## src/hdl/board_settings.svh

```systemverilog
// Board control settings
`ifndef BOARD_SETTINGS_SVH
`define BOARD_SETTINGS_SVH

////////////////////////////////////////////////////////////
// Clock dividers
////////////////////////////////////////////////////////////

// soc_clk cycles per RTC half period (50 MHz down to 1 MHz)
`define RTC_HALF_PERIOD 25

// soc_clk cycles per PWM step, small for simulation
`define FAN_PRESCALE 4

////////////////////////////////////////////////////////////
// Board identity and reset
////////////////////////////////////////////////////////////

`define BOARD_ID 8'hC5
`define RST_SYNC_STAGES 2

////////////////////////////////////////////////////////////
// Host register map
////////////////////////////////////////////////////////////

`define REG_ID       4'd0
`define REG_CTRL     4'd1
`define REG_FAN      4'd2
`define REG_BOOT     4'd3
`define REG_SOFT_RST 4'd4

`endif

```

## src/hdl/board_pkg.sv

```systemverilog
// Board control types
package board_pkg;

  ////////////////////////////////////////////////////////////
  // Host port
  ////////////////////////////////////////////////////////////

  // Register address and data on the req/ack port
  typedef logic [3:0] reg_addr_t;
  typedef logic [7:0] reg_data_t;

  ////////////////////////////////////////////////////////////
  // Board controls
  ////////////////////////////////////////////////////////////

  // Fan duty in sixteenths of a PWM period
  typedef logic [3:0] fan_duty_t;

  // Boot mode handed to the SoC
  typedef logic [1:0] boot_mode_t;

  ////////////////////////////////////////////////////////////
  // Handshake FSM
  ////////////////////////////////////////////////////////////

  // Four-phase req/ack states
  typedef enum logic [1:0] {
    HS_IDLE,
    HS_ACK,
    HS_DONE
  } hs_state_t;

endpackage

```

## src/hdl/board_regs.sv

```systemverilog
// Board control registers
`include "board_settings.svh"

module board_regs (
  input  logic                  soc_clk,
  input  logic                  rst_n,
  // Host req/ack port
  input  logic                  host_req_i,
  input  logic                  host_we_i,
  input  board_pkg::reg_addr_t  host_addr_i,
  input  board_pkg::reg_data_t  host_wdata_i,
  output logic                  host_ack_o,
  output board_pkg::reg_data_t  host_rdata_o,
  // Board switches
  input  board_pkg::fan_duty_t  fan_sw_i,
  input  board_pkg::boot_mode_t boot_mode_i,
  // Controls to the rest of the board
  output board_pkg::boot_mode_t boot_mode_o,
  output board_pkg::fan_duty_t  fan_duty_o,
  output logic                  rtc_en_o,
  output logic                  soft_rst_o
);

  // CTRL bit positions
  localparam int ctrl_rtc_en    = 0;
  localparam int ctrl_fan_ovr   = 1;
  localparam int ctrl_boot_ovr  = 2;

  board_pkg::hs_state_t  state_q;
  board_pkg::hs_state_t  state_d;
  logic                  ack_q;
  logic                  access;
  logic                  wr_en;

  logic [2:0]            ctrl_q;
  board_pkg::fan_duty_t  fan_q;
  board_pkg::fan_duty_t  fan_sw_q;
  board_pkg::boot_mode_t boot_q;
  logic                  soft_rst_q;
  board_pkg::reg_data_t  rd_data;
  board_pkg::reg_data_t  rdata_q;

  ////////////////////////////////////////////////////////////
  // Four-phase handshake
  ////////////////////////////////////////////////////////////

  always_comb begin
    state_d = state_q;
    case (state_q)
      board_pkg::HS_IDLE: begin
        if (host_req_i) begin
          state_d = board_pkg::HS_ACK;
        end
      end
      board_pkg::HS_ACK: begin
        // Hold ack until the host lets go of req
        if (!host_req_i) begin
          state_d = board_pkg::HS_DONE;
        end
      end
      board_pkg::HS_DONE: begin
        state_d = board_pkg::HS_IDLE;
      end
      default: begin
        state_d = board_pkg::HS_IDLE;
      end
    endcase
  end

  always_ff @(posedge soc_clk or negedge rst_n) begin
    if (!rst_n) begin
      state_q <= board_pkg::HS_IDLE;
      ack_q   <= 1'b0;
    end else begin
      state_q <= state_d;
      ack_q   <= (state_d == board_pkg::HS_ACK);
    end
  end

  // The access happens on the edge that raises ack
  assign access = (state_q == board_pkg::HS_IDLE) && host_req_i;
  assign wr_en  = access && host_we_i;

  ////////////////////////////////////////////////////////////
  // Register writes
  ////////////////////////////////////////////////////////////

  always_ff @(posedge soc_clk or negedge rst_n) begin
    if (!rst_n) begin
      ctrl_q     <= 3'b001;
      fan_q      <= '0;
      boot_q     <= '0;
      fan_sw_q   <= '0;
      soft_rst_q <= 1'b0;
    end else begin
      fan_sw_q   <= fan_sw_i;
      soft_rst_q <= 1'b0;
      if (wr_en) begin
        case (host_addr_i)
          `REG_CTRL:     ctrl_q     <= host_wdata_i[2:0];
          `REG_FAN:      fan_q      <= host_wdata_i[3:0];
          `REG_BOOT:     boot_q     <= host_wdata_i[1:0];
          `REG_SOFT_RST: soft_rst_q <= host_wdata_i[0];
          default: ;
        endcase
      end
    end
  end

  ////////////////////////////////////////////////////////////
  // Register reads
  ////////////////////////////////////////////////////////////

  // SOFT_RST and unmapped addresses read zero
  always_comb begin
    case (host_addr_i)
      `REG_ID:   rd_data = `BOARD_ID;
      `REG_CTRL: rd_data = {5'b0, ctrl_q};
      `REG_FAN:  rd_data = {4'b0, fan_q};
      `REG_BOOT: rd_data = {6'b0, boot_q};
      default:   rd_data = '0;
    endcase
  end

  always_ff @(posedge soc_clk) begin
    if (access && !host_we_i) begin
      rdata_q <= rd_data;
    end
  end

  ////////////////////////////////////////////////////////////
  // Outputs
  ////////////////////////////////////////////////////////////

  assign host_ack_o   = ack_q;
  assign host_rdata_o = rdata_q;

  // Overrides pick the register over the board switches
  assign fan_duty_o  = ctrl_q[ctrl_fan_ovr] ? fan_q : fan_sw_q;
  assign boot_mode_o = ctrl_q[ctrl_boot_ovr] ? boot_q : boot_mode_i;
  assign rtc_en_o    = ctrl_q[ctrl_rtc_en];
  assign soft_rst_o  = soft_rst_q;

endmodule

```

## src/hdl/board_rst_sync.sv

```systemverilog
// Board reset synchronizer
`include "board_settings.svh"

module board_rst_sync (
  input  logic soc_clk,
  input  logic rst_n,
  input  logic test_mode_i,
  input  logic soft_rst_i,
  output logic board_rst_n_o,
  output logic periph_rst_n_o
);

  localparam int stages = `RST_SYNC_STAGES;

  logic [stages-1:0] board_q;
  logic [stages-1:0] periph_q;

  // Board chain, asserts with rst_n and releases after the stage count
  always_ff @(posedge soc_clk or negedge rst_n) begin
    if (!rst_n) begin
      board_q <= '0;
    end else begin
      board_q <= {board_q[stages-2:0], 1'b1};
    end
  end

  // Peripheral chain, also restarted by the soft reset pulse
  always_ff @(posedge soc_clk or negedge rst_n) begin
    if (!rst_n) begin
      periph_q <= '0;
    end else if (soft_rst_i) begin
      periph_q <= '0;
    end else begin
      periph_q <= {periph_q[stages-2:0], 1'b1};
    end
  end

  // Test mode hands the raw reset straight through
  assign board_rst_n_o  = test_mode_i ? rst_n : board_q[stages-1];
  assign periph_rst_n_o = test_mode_i ? rst_n : periph_q[stages-1];

endmodule

```

## src/hdl/board_top.sv

```systemverilog
// Board control top level
module board_top (
  input  logic                  soc_clk,
  input  logic                  rst_n,
  input  logic                  test_mode_i,
  // Host req/ack port
  input  logic                  host_req_i,
  input  logic                  host_we_i,
  input  board_pkg::reg_addr_t  host_addr_i,
  input  board_pkg::reg_data_t  host_wdata_i,
  output logic                  host_ack_o,
  output board_pkg::reg_data_t  host_rdata_o,
  // Board switches
  input  board_pkg::fan_duty_t  fan_sw_i,
  input  board_pkg::boot_mode_t boot_mode_i,
  // Board outputs
  output board_pkg::boot_mode_t boot_mode_o,
  output logic                  rtc_clk_o,
  output logic                  fan_pwm_o
);

  logic                 board_rst_n;
  logic                 periph_rst_n;
  logic                 soft_rst;
  logic                 rtc_en;
  board_pkg::fan_duty_t fan_duty;

  ////////////////////////////////////////////////////////////
  // Reset
  ////////////////////////////////////////////////////////////

  board_rst_sync u_rst_sync (
    .soc_clk        ( soc_clk      ),
    .rst_n          ( rst_n        ),
    .test_mode_i    ( test_mode_i  ),
    .soft_rst_i     ( soft_rst     ),
    .board_rst_n_o  ( board_rst_n  ),
    .periph_rst_n_o ( periph_rst_n )
  );

  ////////////////////////////////////////////////////////////
  // Control registers
  ////////////////////////////////////////////////////////////

  // Kept on the board reset so a soft reset leaves settings alone
  board_regs u_regs (
    .soc_clk      ( soc_clk      ),
    .rst_n        ( board_rst_n  ),
    .host_req_i   ( host_req_i   ),
    .host_we_i    ( host_we_i    ),
    .host_addr_i  ( host_addr_i  ),
    .host_wdata_i ( host_wdata_i ),
    .host_ack_o   ( host_ack_o   ),
    .host_rdata_o ( host_rdata_o ),
    .fan_sw_i     ( fan_sw_i     ),
    .boot_mode_i  ( boot_mode_i  ),
    .boot_mode_o  ( boot_mode_o  ),
    .fan_duty_o   ( fan_duty     ),
    .rtc_en_o     ( rtc_en       ),
    .soft_rst_o   ( soft_rst     )
  );

  ////////////////////////////////////////////////////////////
  // Peripherals
  ////////////////////////////////////////////////////////////

  // 1 MHz RTC for the SoC
  rtc_divider u_rtc (
    .soc_clk   ( soc_clk      ),
    .rst_n     ( periph_rst_n ),
    .rtc_en_i  ( rtc_en       ),
    .rtc_clk_o ( rtc_clk_o    )
  );

  fan_pwm_ctrl u_fan (
    .soc_clk   ( soc_clk      ),
    .rst_n     ( periph_rst_n ),
    .duty_i    ( fan_duty     ),
    .fan_pwm_o ( fan_pwm_o    )
  );

endmodule

```

## src/hdl/fan_pwm_ctrl.sv

```systemverilog
// Fan PWM controller
`include "board_settings.svh"

module fan_pwm_ctrl (
  input  logic                 soc_clk,
  input  logic                 rst_n,
  input  board_pkg::fan_duty_t duty_i,
  output logic                 fan_pwm_o
);

  localparam int pre_w = $clog2(`FAN_PRESCALE);

  ////////////////////////////////////////////////////////////
  // Step timing
  ////////////////////////////////////////////////////////////

  logic [pre_w-1:0]     pre_q;
  logic [pre_w-1:0]     pre_d;
  board_pkg::fan_duty_t step_q;
  board_pkg::fan_duty_t step_d;
  board_pkg::fan_duty_t duty_q;
  board_pkg::fan_duty_t duty_d;
  logic                 pwm_q;
  logic                 pwm_d;

  always_comb begin
    pre_d  = pre_q + 1'b1;
    step_d = step_q;
    duty_d = duty_q;
    if (pre_q == pre_w'(`FAN_PRESCALE - 1)) begin
      pre_d  = '0;
      step_d = step_q + 1'b1;
      // Last step of the period, take the new duty
      if (step_q == 4'd15) begin
        duty_d = duty_i;
      end
    end
    // Output lines up with the step it belongs to
    pwm_d = (step_d < duty_d);
  end

  ////////////////////////////////////////////////////////////
  // Registers
  ////////////////////////////////////////////////////////////

  always_ff @(posedge soc_clk or negedge rst_n) begin
    if (!rst_n) begin
      pre_q  <= '0;
      step_q <= '0;
      duty_q <= '0;
      pwm_q  <= 1'b0;
    end else begin
      pre_q  <= pre_d;
      step_q <= step_d;
      duty_q <= duty_d;
      pwm_q  <= pwm_d;
    end
  end

  assign fan_pwm_o = pwm_q;

endmodule

```

## src/hdl/rtc_divider.sv

```systemverilog
// Real-time clock divider
`include "board_settings.svh"

module rtc_divider (
  input  logic soc_clk,
  input  logic rst_n,
  input  logic rtc_en_i,
  output logic rtc_clk_o
);

  localparam int cnt_w = $clog2(`RTC_HALF_PERIOD);

  logic [cnt_w-1:0] cnt_q;
  logic [cnt_w-1:0] cnt_d;
  logic             rtc_clk_q;
  logic             rtc_clk_d;

  // Count one half period, then flip the output
  always_comb begin
    cnt_d     = cnt_q + 1'b1;
    rtc_clk_d = rtc_clk_q;
    if (cnt_q == cnt_w'(`RTC_HALF_PERIOD - 1)) begin
      cnt_d     = '0;
      rtc_clk_d = ~rtc_clk_q;
    end
    // Disabled RTC parks low
    if (!rtc_en_i) begin
      cnt_d     = '0;
      rtc_clk_d = 1'b0;
    end
  end

  always_ff @(posedge soc_clk or negedge rst_n) begin
    if (!rst_n) begin
      cnt_q     <= '0;
      rtc_clk_q <= 1'b0;
    end else begin
      cnt_q     <= cnt_d;
      rtc_clk_q <= rtc_clk_d;
    end
  end

  assign rtc_clk_o = rtc_clk_q;

endmodule
```

## config.mk

```make
export PLATFORM = sky130hd
export DESIGN_NAME = board_top
export DESIGN_NICKNAME = d
export VERILOG_FILES = /design/src/hdl/board_pkg.sv /design/src/hdl/board_regs.sv /design/src/hdl/board_rst_sync.sv /design/src/hdl/board_top.sv /design/src/hdl/fan_pwm_ctrl.sv /design/src/hdl/rtc_divider.sv
export VERILOG_INCLUDE_DIRS = /design/src /design/src/hdl
export SDC_FILE = /design/constraint.sdc
export NUM_CORES = 1
export LEC_CHECK = 0
export BUFFER_PORTS_ARGS = -buffer_cell sky130_fd_sc_hd__buf_2
export CORE_ASPECT_RATIO = 0.75
export CORE_MARGIN = 8
export CORE_UTILIZATION = 49
export CTS_CLUSTER_SIZE = 20
export DETAILED_ROUTE_END_ITERATION = 6
export HOLD_SLACK_MARGIN = 0.12
export PLACE_DENSITY = 0.77
export SETUP_SLACK_MARGIN = 0.05
export SLEW_MARGIN = 20
export SYNTH_ARGS = -nofsm -noshare
export SYNTH_HDL_FRONTEND = slang
export SYNTH_SLANG_ARGS = --single-unit
```

## constraint.sdc

```tcl
create_clock -name soc_clk -period 2 [get_ports soc_clk]
set_clock_uncertainty 0.2 [all_clocks]
set_input_delay 0.3 -clock soc_clk [delete_from_list [all_inputs] [get_ports soc_clk]]
set_output_delay 0.3 -clock soc_clk [all_outputs]
set_load 0.03 [all_outputs]
```

# Word level (Yosys, flattened, before mapping)
# Cells that the tools add are included.
# op_classes
n_eq_ne	10
bitwise_logic	1
n_lt_le_gt_ge	1
mux	19
reduce_logical	9
addsub	3
# op_table
cell	n
$pmux W8 S4	1
$mux W4	4
$mux W2	5
$mux W5	2
$eq A4 B2 Y1 const B	2
$mux W1	6
$reduce_and A2 Y1	3
$add A5 B1 Y5 const B	1
$eq A5 B5 Y1 const B	1
$add A4 B1 Y4 const B	1
$eq A2 B1 Y1 const B	2
$eq A4 B1 Y1 const B	1
$eq A4 B3 Y1 const B	1
$eq A4 B4 Y1 const B	1
$logic_not A4 Y1	1
$lt A4 B4 Y1	1
$pmux W2 S2	1
$logic_and A1 B1 Y1	3
$add A2 B1 Y2 const B	1
$eq A2 B2 Y1 const B	1
$logic_not A2 Y1	1
$ne A2 B1 Y1 const B	1
$logic_not A1 Y1	1
$not A1 Y1	1
# word_totals
reg_bits	46
in_bits	23
elab_cells	59

# Logic depth before layout (Yosys ltp)
# Gate-level depths: netlist of run 1.
# logic_depth
ltp_word	4
ltp_mapped	9
depth_no_buf	8

# Hierarchy
# Synthesis of run 1 repeated with hierarchy kept, for this count alone.
# unflattened
cells_unflattened	144
area_unflattened_um2	1910.6
# modules_own_cells
mod	area_each_um2	cells_each	n_inst
board_regs	962.2	69	1
fan_pwm_ctrl	501.7	36	1
rtc_divider	310.3	30	1
board_rst_sync	136.4	9	1

# Worst setup path before layout of run 1
# OpenSTA, ideal clock, no wires.
# synth_path
path_kind	register -> register
startpoint	register u_fan.pre_q[0]
endpoint	register u_fan.pwm_q (netlist: u_fan.fan_pwm_o)
stages_incl_launch_ff	9
path_buffers	1
t_arrival_ns	1.701
setup_slack_ns	0.003
t_required_ns	1.704
cell_sequence	dfrtp_1 > ha_1 > buf_4 > nand4_4 > nand2_1 > o21a_1 > ha_1 > a211o_1 > o32ai_2
# synth_via
elab_chain_len	3
elab_cells_between_ends	4
# synth_rtl
element	line_no	rtl
start, declared	fan_pwm_ctrl.sv:17	logic [pre_w-1:0] pre_q;
start signal, assigned	fan_pwm_ctrl.sv:53	pre_q <= pre_d;
$eq A2 B2 Y1 (*)	fan_pwm_ctrl.sv:30	if (pre_q == pre_w'(`FAN_PRESCALE - 1)) begin
$mux W4	fan_pwm_ctrl.sv:30	
$lt A4 B4 Y1 (*)	fan_pwm_ctrl.sv:39	pwm_d = (step_d < duty_d);
via u_fan.pwm_d	fan_pwm_ctrl.sv:24	logic pwm_d;
end signal, assigned	fan_pwm_ctrl.sv:56	pwm_q <= pwm_d;
end, declared	fan_pwm_ctrl.sv:23	logic pwm_q;
# The timed path passes the listed nets; every way through them passes the cells marked *.
# A chain may end at the register's enable or synchronous reset.

# Worst setup path in the final report of run 1
# layout_path
startpoint	register u_fan.pre_q[0]
endpoint	register u_fan.pwm_q (netlist: u_fan.fan_pwm_o)
# layout_via
elab_chain_len	3
elab_cells_between_ends	4
# layout_rtl
element	line_no	rtl
$eq A2 B2 Y1	fan_pwm_ctrl.sv:30	
$mux W4	fan_pwm_ctrl.sv:30	
via u_fan.step_d[3]	fan_pwm_ctrl.sv:20	board_pkg::fan_duty_t step_d;
$lt A4 B4 Y1	fan_pwm_ctrl.sv:39	
via u_fan.pwm_d	fan_pwm_ctrl.sv:24	
# The timed path passes the listed nets, and every way through them passes these cells.

==> report_table.html, run 1 <==
<table>
<tr><th>Metric</th><th>Value</th></tr>
<tr><th colspan="2">Worst setup path</th></tr>
<tr><td>WP data required</td><td>1990 ps</td></tr>
<tr><td>Worst setup path end</td><td>u_fan.fan_pwm_o$_DFF_PN0_</td></tr>
<tr><td>End of the worst register-to-register path</td><td>u_fan.fan_pwm_o$_DFF_PN0_</td></tr>
<tr><td>Minimum setup slack among reg-to-reg paths</td><td>-50 ps</td></tr>
<tr><td>Class of the most critical setup path</td><td>reg2reg</td></tr>
<tr><td>List of cells traversed by the critical path</td><td>ha_4, nand4_1, xnor2_1, ha_1, a211o_1, o32ai_2</td></tr>
<tr><td>Master of the slowest instance on the critical path</td><td>sky130_fd_sc_hd__dfrtp_1</td></tr>
<tr><td>Crit end category</td><td>register</td></tr>
<tr><td>Slowest stage delay, CP</td><td>390 ps</td></tr>
<tr><td>Startpoint of the lowest-slack register-to-register path</td><td>u_fan.pre_q[0]$_DFF_PN0_</td></tr>
<tr><td>Max Fanout on Critical Path</td><td>5</td></tr>
<tr><td>Count of cells along the worst register-to-register path</td><td>6</td></tr>
<tr><td>Arrival time at the worst endpoint</td><td>2040 ps</td></tr>
<tr><td>Timing startpoint of the critical path</td><td>u_fan.pre_q[0]$_DFF_PN0_</td></tr>
<tr><td>Launching element type of the critical path</td><td>register</td></tr>
<tr><th colspan="2">Outcome</th></tr>
<tr><td>Violated checks</td><td>negative setup slack</td></tr>
<tr><td>Outcome</td><td>finished, violations left</td></tr>
<tr><th colspan="2">Cells and area</th></tr>
<tr><td>Multi-input gate area in the final layout</td><td>786 sq um</td></tr>
<tr><td>Number of antenna repair diodes</td><td>0</td></tr>
<tr><td>Storage element area</td><td>0.00110 sq mm</td></tr>
<tr><td>Layout fillers</td><td>279</td></tr>
<tr><td>Final std cell area, no fill</td><td>0.00244 sq mm</td></tr>
<tr><td>Area Overhead vs Synth</td><td>26.6%</td></tr>
<tr><td>Layout cell share with drive strength beyond 1</td><td>33.2%</td></tr>
<tr><td>Number of nets in the final layout</td><td>231</td></tr>
<tr><th colspan="2">Clocking</th></tr>
<tr><td>Clock buffer count from CTS</td><td>5</td></tr>
<tr><td>Number of levels in the clock H-tree</td><td>2</td></tr>
<tr><td>Clock transition at the registers of the reported paths</td><td>80 ps</td></tr>
<tr><td>Library cell used as clock root buffer</td><td>sky130_fd_sc_hd__clkbuf_8</td></tr>
<tr><td>Count of clock tree sinks</td><td>43</td></tr>
<tr><td>Latest clock arrival within the worst-skew pair</td><td>290 ps</td></tr>
<tr><td>Maximum buffer depth of the clock tree</td><td>2</td></tr>
<tr><td>TritonCTS clock tree</td><td>done</td></tr>
<tr><th colspan="2">Timing</th></tr>
<tr><td>Maximum achievable frequency</td><td>487 MHz</td></tr>
<tr><td>Max Slew Vio Count</td><td>0</td></tr>
<tr><td>Part of the cycle the worst path needs</td><td>103%</td></tr>
<tr><td>Final number of hold-violating endpoints</td><td>0</td></tr>
<tr><td>RSZ-0062 raised after global routing</td><td>true</td></tr>
<tr><td>Setup Viol. Count Final</td><td>1</td></tr>
<tr><td>Min Clock Period, post-route</td><td>2050 ps</td></tr>
<tr><td>Hold Worst Slack</td><td>143 ps</td></tr>
<tr><td>Min setup slack post-route</td><td>-52.4 ps</td></tr>
<tr><th colspan="2">Place</th></tr>
<tr><td>Half-perimeter wire length of the detailed placement result</td><td>2750 microns</td></tr>
<tr><td>Post-Place Worst Slack</td><td>-60.1 ps</td></tr>
<tr><td>Routability-driven placement congestion ratio</td><td>0.816</td></tr>
<tr><td>Post-place instance area</td><td>0.00215 sq mm</td></tr>
<tr><td>Number of buffers added on ports</td><td>29</td></tr>
<tr><th colspan="2">Yosys</th></tr>
<tr><td>Post-synthesis instance area</td><td>0.00193 sq mm</td></tr>
<tr><td>Yosys warning total</td><td>0</td></tr>
<tr><td>Post-synth top flop</td><td>sky130_fd_sc_hd__dfrtp_1</td></tr>
<tr><td>Distinct cells, synth</td><td>40</td></tr>
<tr><td>FFs w/ async S/R, synth</td><td>88.4%</td></tr>
<tr><td>Number of enable-type register cells in the synthesized netlist</td><td>5</td></tr>
<tr><td>Instance count of the mapped netlist</td><td>150</td></tr>
<tr><td>Post-Synthesis Mean Instance Area</td><td>12.9 sq um</td></tr>
<tr><td>Number of flip-flops and latches in the synthesized netlist</td><td>43</td></tr>
<tr><td>Sequential share of the synthesized area</td><td>57.1%</td></tr>
<tr><th colspan="2">Global route</th></tr>
<tr><td>Wire length of the first global-routing pass</td><td>6300 microns</td></tr>
<tr><td>Vias in the first global route</td><td>1406</td></tr>
<tr><td>Antenna violations before repair</td><td>0</td></tr>
<tr><td>GRT overflow</td><td>0</td></tr>
<tr><td>Largest net degree at the start of global routing</td><td>18</td></tr>
<tr><td>Aggregate global-route resource usage</td><td>13.1%</td></tr>
<tr><th colspan="2">Floorplanning</th></tr>
<tr><td>Core ar.</td><td>0.00371 sq mm</td></tr>
<tr><td>Num rows</td><td>19</td></tr>
<tr><td>Vertical die dimension</td><td>70.3 microns</td></tr>
<tr><td>Number of primary I/O pins</td><td>36</td></tr>
<tr><td>Horizontal die dimension</td><td>88.5 microns</td></tr>
<tr><td>Initial core utilization</td><td>52.0%</td></tr>
<tr><td>Floorplan die area</td><td>0.00622 sq mm</td></tr>
<tr><th colspan="2">Routing</th></tr>
<tr><td>Total DRC errors in the routed layout</td><td>0</td></tr>
<tr><td>Ratio of routed vias to standard cells</td><td>5.16</td></tr>
<tr><td>DRT Pass-1 Iters</td><td>4</td></tr>
<tr><td>Number of vias in the routed layout</td><td>1311</td></tr>
<tr><td>Routed length per placed instance</td><td>14.7 microns</td></tr>
<tr><td>Antenna Violating Nets Remaining</td><td>0</td></tr>
<tr><td>Initial detailed-routing violation count</td><td>71</td></tr>
<tr><td>Routed wire length</td><td>3730 microns</td></tr>
<tr><th colspan="2">Power and ir drop</th></tr>
<tr><td>Leakage power</td><td>1.13 nW</td></tr>
<tr><td>Final total power</td><td>1.96 mW</td></tr>
<tr><td>P per Cell Area</td><td>802 mW/mm^2</td></tr>
<tr><td>Maximum VDD drop</td><td>0.512 mV</td></tr>
<tr><th colspan="2">Run</th></tr>
<tr><td>Count of max-cap constraint violations</td><td>0</td></tr>
<tr><th colspan="2">Hold path</th></tr>
<tr><td>Worst min path class</td><td>in2reg</td></tr>
</table>
==> Yosys cell counts (all sizes together) (2+ instances only) <==
cell / number / area, sq um
o21a: 7 / 52.6
and2: 2 / 12.5
nor2: 3 / 11.3
nor3b: 2 / 15.0
nand2: 7 / 26.3
mux2: 14 / 161
inv: 8 / 30.0
o21ai: 7 / 35.0
nor2b: 7 / 51.3
and3: 3 / 18.8
nand4b: 2 / 17.5
mux2i: 5 / 50.1
buf: 6 / 40.0
dfrtp: 37 / 926
nand3: 3 / 15.0
xnor2: 3 / 26.3
conb: 2 / 7.51
nand4: 3 / 33.8
ha: 7 / 87.6
edfxtp: 5 / 150
a21boi: 2 / 15.0
==> how the worst min path moves through the flow <==
stage / to / depth (start not counted) / start / slack (ps)
final: u_regs.host_rdata_o[6]$_DFFE_PP_ / 2 / host_addr_i[2] / 140
after detailed placement: u_rst_sync.periph_q[1]$_DFF_PN0_ / 1 / rst_n / -90
after floorplan: u_rst_sync.board_q[0]$_DFF_PN0_ / 0 / rst_n / -200
after global routing: u_regs.host_rdata_o[6]$_DFFE_PP_ / 2 / host_addr_i[2] / 130
after global placement: u_rst_sync.board_q[1]$_DFF_PN0_ / 1 / rst_n / -90
after CTS: u_rst_sync.periph_q[1]$_DFF_PN0_ / 2 / rst_n / 130
==> stage by stage <==
step                      util [%]  instances  TNS (ps)
after detailed placement      58.0        232     -60.1
after global routing          65.9        254      -148
after global placement        58.0        232         0
after floorplan                  -        151         0
final                         65.9        254     -52.4
after CTS                     65.2        252     -63.4
==> placed cells by master (no fill, tap or decap), types with 2 or more instances in the layout <==
cell,n
sky130_fd_sc_hd__conb_1,3
sky130_fd_sc_hd__nand2_1,7
sky130_fd_sc_hd__nor2_1,3
sky130_fd_sc_hd__buf_2,29
sky130_fd_sc_hd__nor3b_1,2
sky130_fd_sc_hd__and2_1,2
sky130_fd_sc_hd__clkbuf_8,5
sky130_fd_sc_hd__nand3_1,3
sky130_fd_sc_hd__xnor2_1,3
sky130_fd_sc_hd__bufinv_16,2
sky130_fd_sc_hd__o21a_1,7
sky130_fd_sc_hd__nand4b_1,2
sky130_fd_sc_hd__ha_4,2
sky130_fd_sc_hd__o21ai_0,5
sky130_fd_sc_hd__edfxtp_1,5
sky130_fd_sc_hd__and3_1,3
sky130_fd_sc_hd__a21boi_0,2
sky130_fd_sc_hd__mux2_2,13
sky130_fd_sc_hd__dfrtp_1,37
sky130_fd_sc_hd__buf_4,9
sky130_fd_sc_hd__ha_1,5
sky130_fd_sc_hd__nand4_1,2
sky130_fd_sc_hd__dlygate4sd3_1,11
sky130_fd_sc_hd__inv_1,8
sky130_fd_sc_hd__mux2i_1,5
sky130_fd_sc_hd__o21ai_1,2
sky130_fd_sc_hd__nor2b_1,6
==> kinds of logic (layout without fill, tap and decap cells) <==
group | after synthesis | count (layout) | share of synthesized area, %
multiplexers | 19 | 19 | 11.0
AND/OR/NAND/NOR | 39 | 39 | 13.3
XOR/XNOR | 4 | 4 | 1.82
adder cells (fa/ha/maj) | 7 | 7 | 4.54
flip-flops | 43 | 43 | 57.1
buffers and inverters | 14 | 65 | 3.63
AO/OA/AOI/OAI | 22 | 22 | 8.24
other | 2 | 3 | 0.389
==> flip-flops by register name, indices dropped and copies added, names as in the netlist <==
signal,cells
u_fan.step_q,4
u_regs.host_ack_o,1
u_regs.state_q,2
u_regs.ctrl_q,3
u_fan.duty_q,4
u_rtc.rtc_clk_o,1
u_rtc.cnt_q,5
u_fan.fan_pwm_o,1
u_regs.fan_q,4
u_regs.soft_rst_o,1
u_fan.pre_q,2
u_regs.fan_sw_q,4
u_rst_sync.board_q,2
u_regs.boot_q,2
u_regs.host_rdata_o,5
u_rst_sync.periph_q,2
==> power by group <==
part | internal [mW] | leakage (nW) | switching [mW]
combinational | 0.0961 | 0.538 | 0.103
clock | 0.498 | 0.0644 | 0.294
sequential | 0.929 | 0.525 | 0.0395
total | 1.52 | 1.13 | 0.436
==> metal layers <==
layer  routed length [microns]  vias to the layer above  track usage [%]
met5                         0                        -                0
met4                        25                        0             4.67
met3                       152                        2             4.32
met2                      1910                       28             21.3
met1                      1640                      651             15.6
li1                          -                      630                -
==> layout make-up <==
cell class	count	share of cell area (%)
Clock buffer	5	2.82
Clock inverter	3	2.77
Inverter	8	1.23
Multi-Input combinational cell	94	32.2
Sequential cell	43	45.1
Tap cell	52	2.66
Timing Repair Buffer	49	13.2
==> worst max-delay path, delay by kind of cell (launching register included) <==
family	cells	cell delay, ps
and+or+nand+nor	1	130
adders and majority gates	2	470
AOI/OAI and AO/OA	2	500
DFF	1	390
xor gates and xnor gates	1	250
==> repair_timing <==
item,CTS,global route
pin swaps,2,0
hold endpoints to repair,54,0
setup endpoints to repair,1,1
gates cloned,0,0
setup buffers,1,2
hold buffers,11,0
gates resized for setup,2,1
Note: power is estimated with default switching activity, not from simulation.
==> run 2, diff against run 1 <==
==> constraint.sdc (replaced) <==
create_clock -name soc_clk -period 1.8 [get_ports soc_clk]
set_clock_uncertainty 0.2 [all_clocks]
set_input_delay 0.27 -clock soc_clk [delete_from_list [all_inputs] [get_ports soc_clk]]
set_output_delay 0.27 -clock soc_clk [all_outputs]
set_load 0.03 [all_outputs]
==> run 2 against run 1 <==
Compared with the run above:
- the flow still finishes with violations (negative setup slack)
- utilization rose by 1.5 points
- clock power fell by 7.7%
- register-to-register slack got worse by 180 ps
- critical path type unchanged
- largest power group unchanged
==> report_table.html, run 2 (synthesis gave the netlist of run 1 again) <==
<table>
<tr><th>Metric</th><th>Value</th></tr>
<tr><th colspan="2">Place</th></tr>
<tr><td>Routability-driven placement congestion ratio</td><td>0.811 (-0.61%)</td></tr>
<tr><td>Half-perimeter wire length of the detailed placement result</td><td>2830 microns (+2.9%)</td></tr>
<tr><td>Number of cells after detailed placement</td><td>236 (+1.7%)</td></tr>
<tr><td>Number of buffers added on ports</td><td>29 (unchanged)</td></tr>
<tr><th colspan="2">Power and ir drop</th></tr>
<tr><td>Total net switching power</td><td>479 uW (+9.9%)</td></tr>
<tr><td>Final total power</td><td>2.04 mW (+4.2%)</td></tr>
<tr><td>P per Cell Area</td><td>818 mW/mm^2 (+2.0%)</td></tr>
<tr><td>Cell-internal power</td><td>1.56 mW (+2.6%)</td></tr>
<tr><td>Clock power share</td><td>35.8% (-4.6 points)</td></tr>
<tr><td>Combinational power share</td><td>11.5% (+1.4 points)</td></tr>
<tr><td>Maximum VDD drop</td><td>0.533 mV (+4.0%)</td></tr>
<tr><td>Leakage power</td><td>1.15 nW (+2.0%)</td></tr>
<tr><td>Sequential Power Share</td><td>52.7% (+3.3 points)</td></tr>
<tr><td>Sw Ratio</td><td>23.5% (+1.2 points)</td></tr>
<tr><th colspan="2">Timing</th></tr>
<tr><td>Max Slew Vio Count</td><td>0 (unchanged)</td></tr>
<tr><td>Part of the cycle the worst path needs</td><td>113% (+10 points)</td></tr>
<tr><td>Min Clock Period, post-route</td><td>2030 ps (-20.7 ps)</td></tr>
<tr><td>Min setup slack post-route</td><td>-232 ps (-179 ps)</td></tr>
<tr><td>Final number of hold-violating endpoints</td><td>0 (unchanged)</td></tr>
<tr><td>Setup Viol. Count Final</td><td>1 (unchanged)</td></tr>
<tr><td>Maximum achievable frequency</td><td>492 MHz (+1.0%)</td></tr>
<tr><td>RSZ-0062 raised after global routing</td><td>true</td></tr>
<tr><td>Sum of negative setup slack</td><td>-232 ps (-179 ps)</td></tr>
<tr><th colspan="2">Cells and area</th></tr>
<tr><td>Final design utilization</td><td>67.3% (+1.5 points)</td></tr>
<tr><td>Layout fillers</td><td>270 (-3.2%)</td></tr>
<tr><td>Commonest non-fill, non-tap cell in the layout</td><td>sky130_fd_sc_hd__dfrtp_1</td></tr>
<tr><td>Number of nets in the final layout</td><td>238 (+3.0%)</td></tr>
<tr><td>Layout cell share with drive strength beyond 1</td><td>35.4% (+2.2 points)</td></tr>
<tr><td>Area Overhead vs Synth</td><td>29.4%</td></tr>
<tr><td>Most frequent cells in the layout</td><td>36 x sky130_fd_sc_hd__dfrtp_1, 29 x sky130_fd_sc_hd__buf_2, 14 x sky130_fd_sc_hd__buf_4</td></tr>
<tr><td>Number of antenna repair diodes</td><td>0 (unchanged)</td></tr>
<tr><td>Non-filler cells, final</td><td>261 (+2.8%)</td></tr>
<tr><th colspan="2">Routing</th></tr>
<tr><td>DRT Pass-1 Iters</td><td>4 (unchanged)</td></tr>
<tr><td>Initial detailed-routing violation count</td><td>77 (+8.5%)</td></tr>
<tr><td>Antenna Violating Nets Remaining</td><td>0 (unchanged)</td></tr>
<tr><td>Routed length per placed instance</td><td>15.1 microns (+3.2%)</td></tr>
<tr><td>Number of vias in the routed layout</td><td>1336 (+1.9%)</td></tr>
<tr><td>Ratio of routed vias to standard cells</td><td>5.12 (-0.83%)</td></tr>
<tr><td>Routed wire length</td><td>3950 microns (+6.1%)</td></tr>
<tr><td>Total DRC errors in the routed layout</td><td>0 (unchanged)</td></tr>
<tr><th colspan="2">Hold path</th></tr>
<tr><td>Launch point of the worst hold path</td><td>host_addr_i[3]</td></tr>
<tr><td>Worst min path class</td><td>in2reg</td></tr>
<tr><th colspan="2">Global route</th></tr>
<tr><td>Wire length of the first global-routing pass</td><td>6490 microns (+3.0%)</td></tr>
<tr><td>Largest net degree at the start of global routing</td><td>18 (unchanged)</td></tr>
<tr><td>Aggregate global-route resource usage</td><td>13.4% (+0.30 points)</td></tr>
<tr><td>GRT overflow</td><td>0 (unchanged)</td></tr>
<tr><td>Antenna violations before repair</td><td>0 (unchanged)</td></tr>
<tr><td>Vias in the first global route</td><td>1431 (+1.8%)</td></tr>
<tr><th colspan="2">Outcome</th></tr>
<tr><td>Violated checks</td><td>negative setup slack</td></tr>
<tr><td>Outcome</td><td>finished, violations left</td></tr>
<tr><th colspan="2">Clocking</th></tr>
<tr><td>Number of levels in the clock H-tree</td><td>2 (unchanged)</td></tr>
<tr><td>Clock buffer count from CTS</td><td>5 (unchanged)</td></tr>
<tr><td>Library cell used as clock root buffer</td><td>sky130_fd_sc_hd__clkbuf_8</td></tr>
<tr><td>Count of clock tree sinks</td><td>43 (unchanged)</td></tr>
<tr><td>Clock transition at the registers of the reported paths</td><td>80 ps (about the same)</td></tr>
<tr><td>Latest clock arrival within the worst-skew pair</td><td>290 ps (about the same)</td></tr>
<tr><td>TritonCTS clock tree</td><td>done</td></tr>
<tr><td>Maximum buffer depth of the clock tree</td><td>2 (unchanged)</td></tr>
<tr><th colspan="2">Worst setup path</th></tr>
<tr><td>Master of the slowest instance on the critical path</td><td>sky130_fd_sc_hd__dfrtp_1</td></tr>
<tr><td>Slowest stage delay, CP</td><td>410 ps (+20 ps)</td></tr>
<tr><td>Launching element type of the critical path</td><td>register</td></tr>
<tr><td>Max Fanout on Critical Path</td><td>8 (+3)</td></tr>
<tr><td>Class of the most critical setup path</td><td>reg2reg</td></tr>
<tr><td>Timing startpoint of the critical path</td><td>u_fan.pre_q[0]$_DFF_PN0_</td></tr>
<tr><td>Startpoint of the lowest-slack register-to-register path</td><td>u_fan.pre_q[0]$_DFF_PN0_</td></tr>
<tr><td>WP data required</td><td>1800 ps (-190 ps)</td></tr>
<tr><td>Arrival time at the worst endpoint</td><td>2040 ps (about the same)</td></tr>
<tr><td>List of cells traversed by the critical path</td><td>ha_4, nand4_4, o21a_1, ha_1, a211o_1, o32ai_2</td></tr>
<tr><td>Crit end category</td><td>register</td></tr>
<tr><th colspan="2">Floorplanning</th></tr>
<tr><td>Floorplan die area</td><td>0.00622 sq mm (unchanged)</td></tr>
<tr><td>Horizontal die dimension</td><td>88.5 microns (unchanged)</td></tr>
<tr><td>Vertical die dimension</td><td>70.3 microns (unchanged)</td></tr>
<tr><td>Num rows</td><td>19 (unchanged)</td></tr>
<tr><td>Core ar.</td><td>0.00371 sq mm (unchanged)</td></tr>
<tr><td>Number of primary I/O pins</td><td>36 (unchanged)</td></tr>
<tr><td>Initial core utilization</td><td>52.0% (unchanged)</td></tr>
<tr><th colspan="2">Run</th></tr>
<tr><td>Count of max-cap constraint violations</td><td>0 (unchanged)</td></tr>
</table>
## run 2: changes by cell type in the layout (fill, tap and decap cells not counted), sizes merged
cell,before,now
dlygate4sd3,11,13
clkbuf,5,7
clkinvlp,1,0
bufinv,2,1
buf,38,43
## run 2: layout make-up
type	count	area (sq um)	area share (%)
flip-flops and latches	43	1100	44.2
multi-input cells	94	811	32.5
repair buffers	56	380	15.2
clock buffers	7	76.3	3.06
well taps	52	65.1	2.61
clock inverters	1	30.0	1.20
inverters	8	30.0	1.20
## run 2: worst paths after layout
check / endpoint / slack, ps / cells past startpoint
min in group asynchronous: u_fan.duty_q[0]$_DFF_PN0_ / 160 / 3
worst min-delay path: u_regs.host_rdata_o[6]$_DFFE_PP_ / 130 / 2
worst max-delay path: u_fan.fan_pwm_o$_DFF_PN0_ / -230 / 6
worst min register to register: u_fan.duty_q[0]$_DFF_PN0_ / 160 / 3
max in group asynchronous: u_rst_sync.board_q[1]$_DFF_PN0_ / 540 / 3
worst max register to register: u_fan.fan_pwm_o$_DFF_PN0_ / -230 / 6
## run 2: per-stage QoR
step	cell area, sq um	hold WS (ps)	worst slack [ps]
finish	2500	135	-232
global placement	2200	-123	-181
global route	2500	139	-313
CTS	2460	124	-215
detailed placement	2200	-118	-256
floorplan	1960	-226	-137
## run 2: timing repair
item	in CTS	in global routing
hold buffers	13	0
gates resized for setup	3	3
setup endpoints to repair	1	9
endpoints found under the hold margin	55	0
pin swaps	1	1
buffers inserted	0	4
## run 2: power by group through the flow
stage / logic [mW] / registers (mW) / clock network, mW
6_report: 0.235 / 1.08 / 0.731
5_1_grt: 0.261 / 1.08 / 0.781
4_1_cts: 0.235 / 1.07 / 0.735
3_5_place_dp: 0.213 / 1.09 / 0
3_3_place_gp: 0.204 / 1.09 / 0
2_1_floorplan: 0.141 / 1.09 / 0
## run 2: worst max-delay path: cells and delay by family (launching register included)
kind | cells | cell delay [ps]
AO/OA/AOI/OAI | 3 | 700
adder cells (fa/ha/maj) | 2 | 500
flip-flops | 1 | 410
AND/OR/NAND/NOR | 1 | 150
## run 2: per-layer routing
metal	track usage, %	share of wire [%]
met1	15.4	41
met2	21.7	51
met3	4.79	5.7
met5	0	0
met4	5.98	2.3
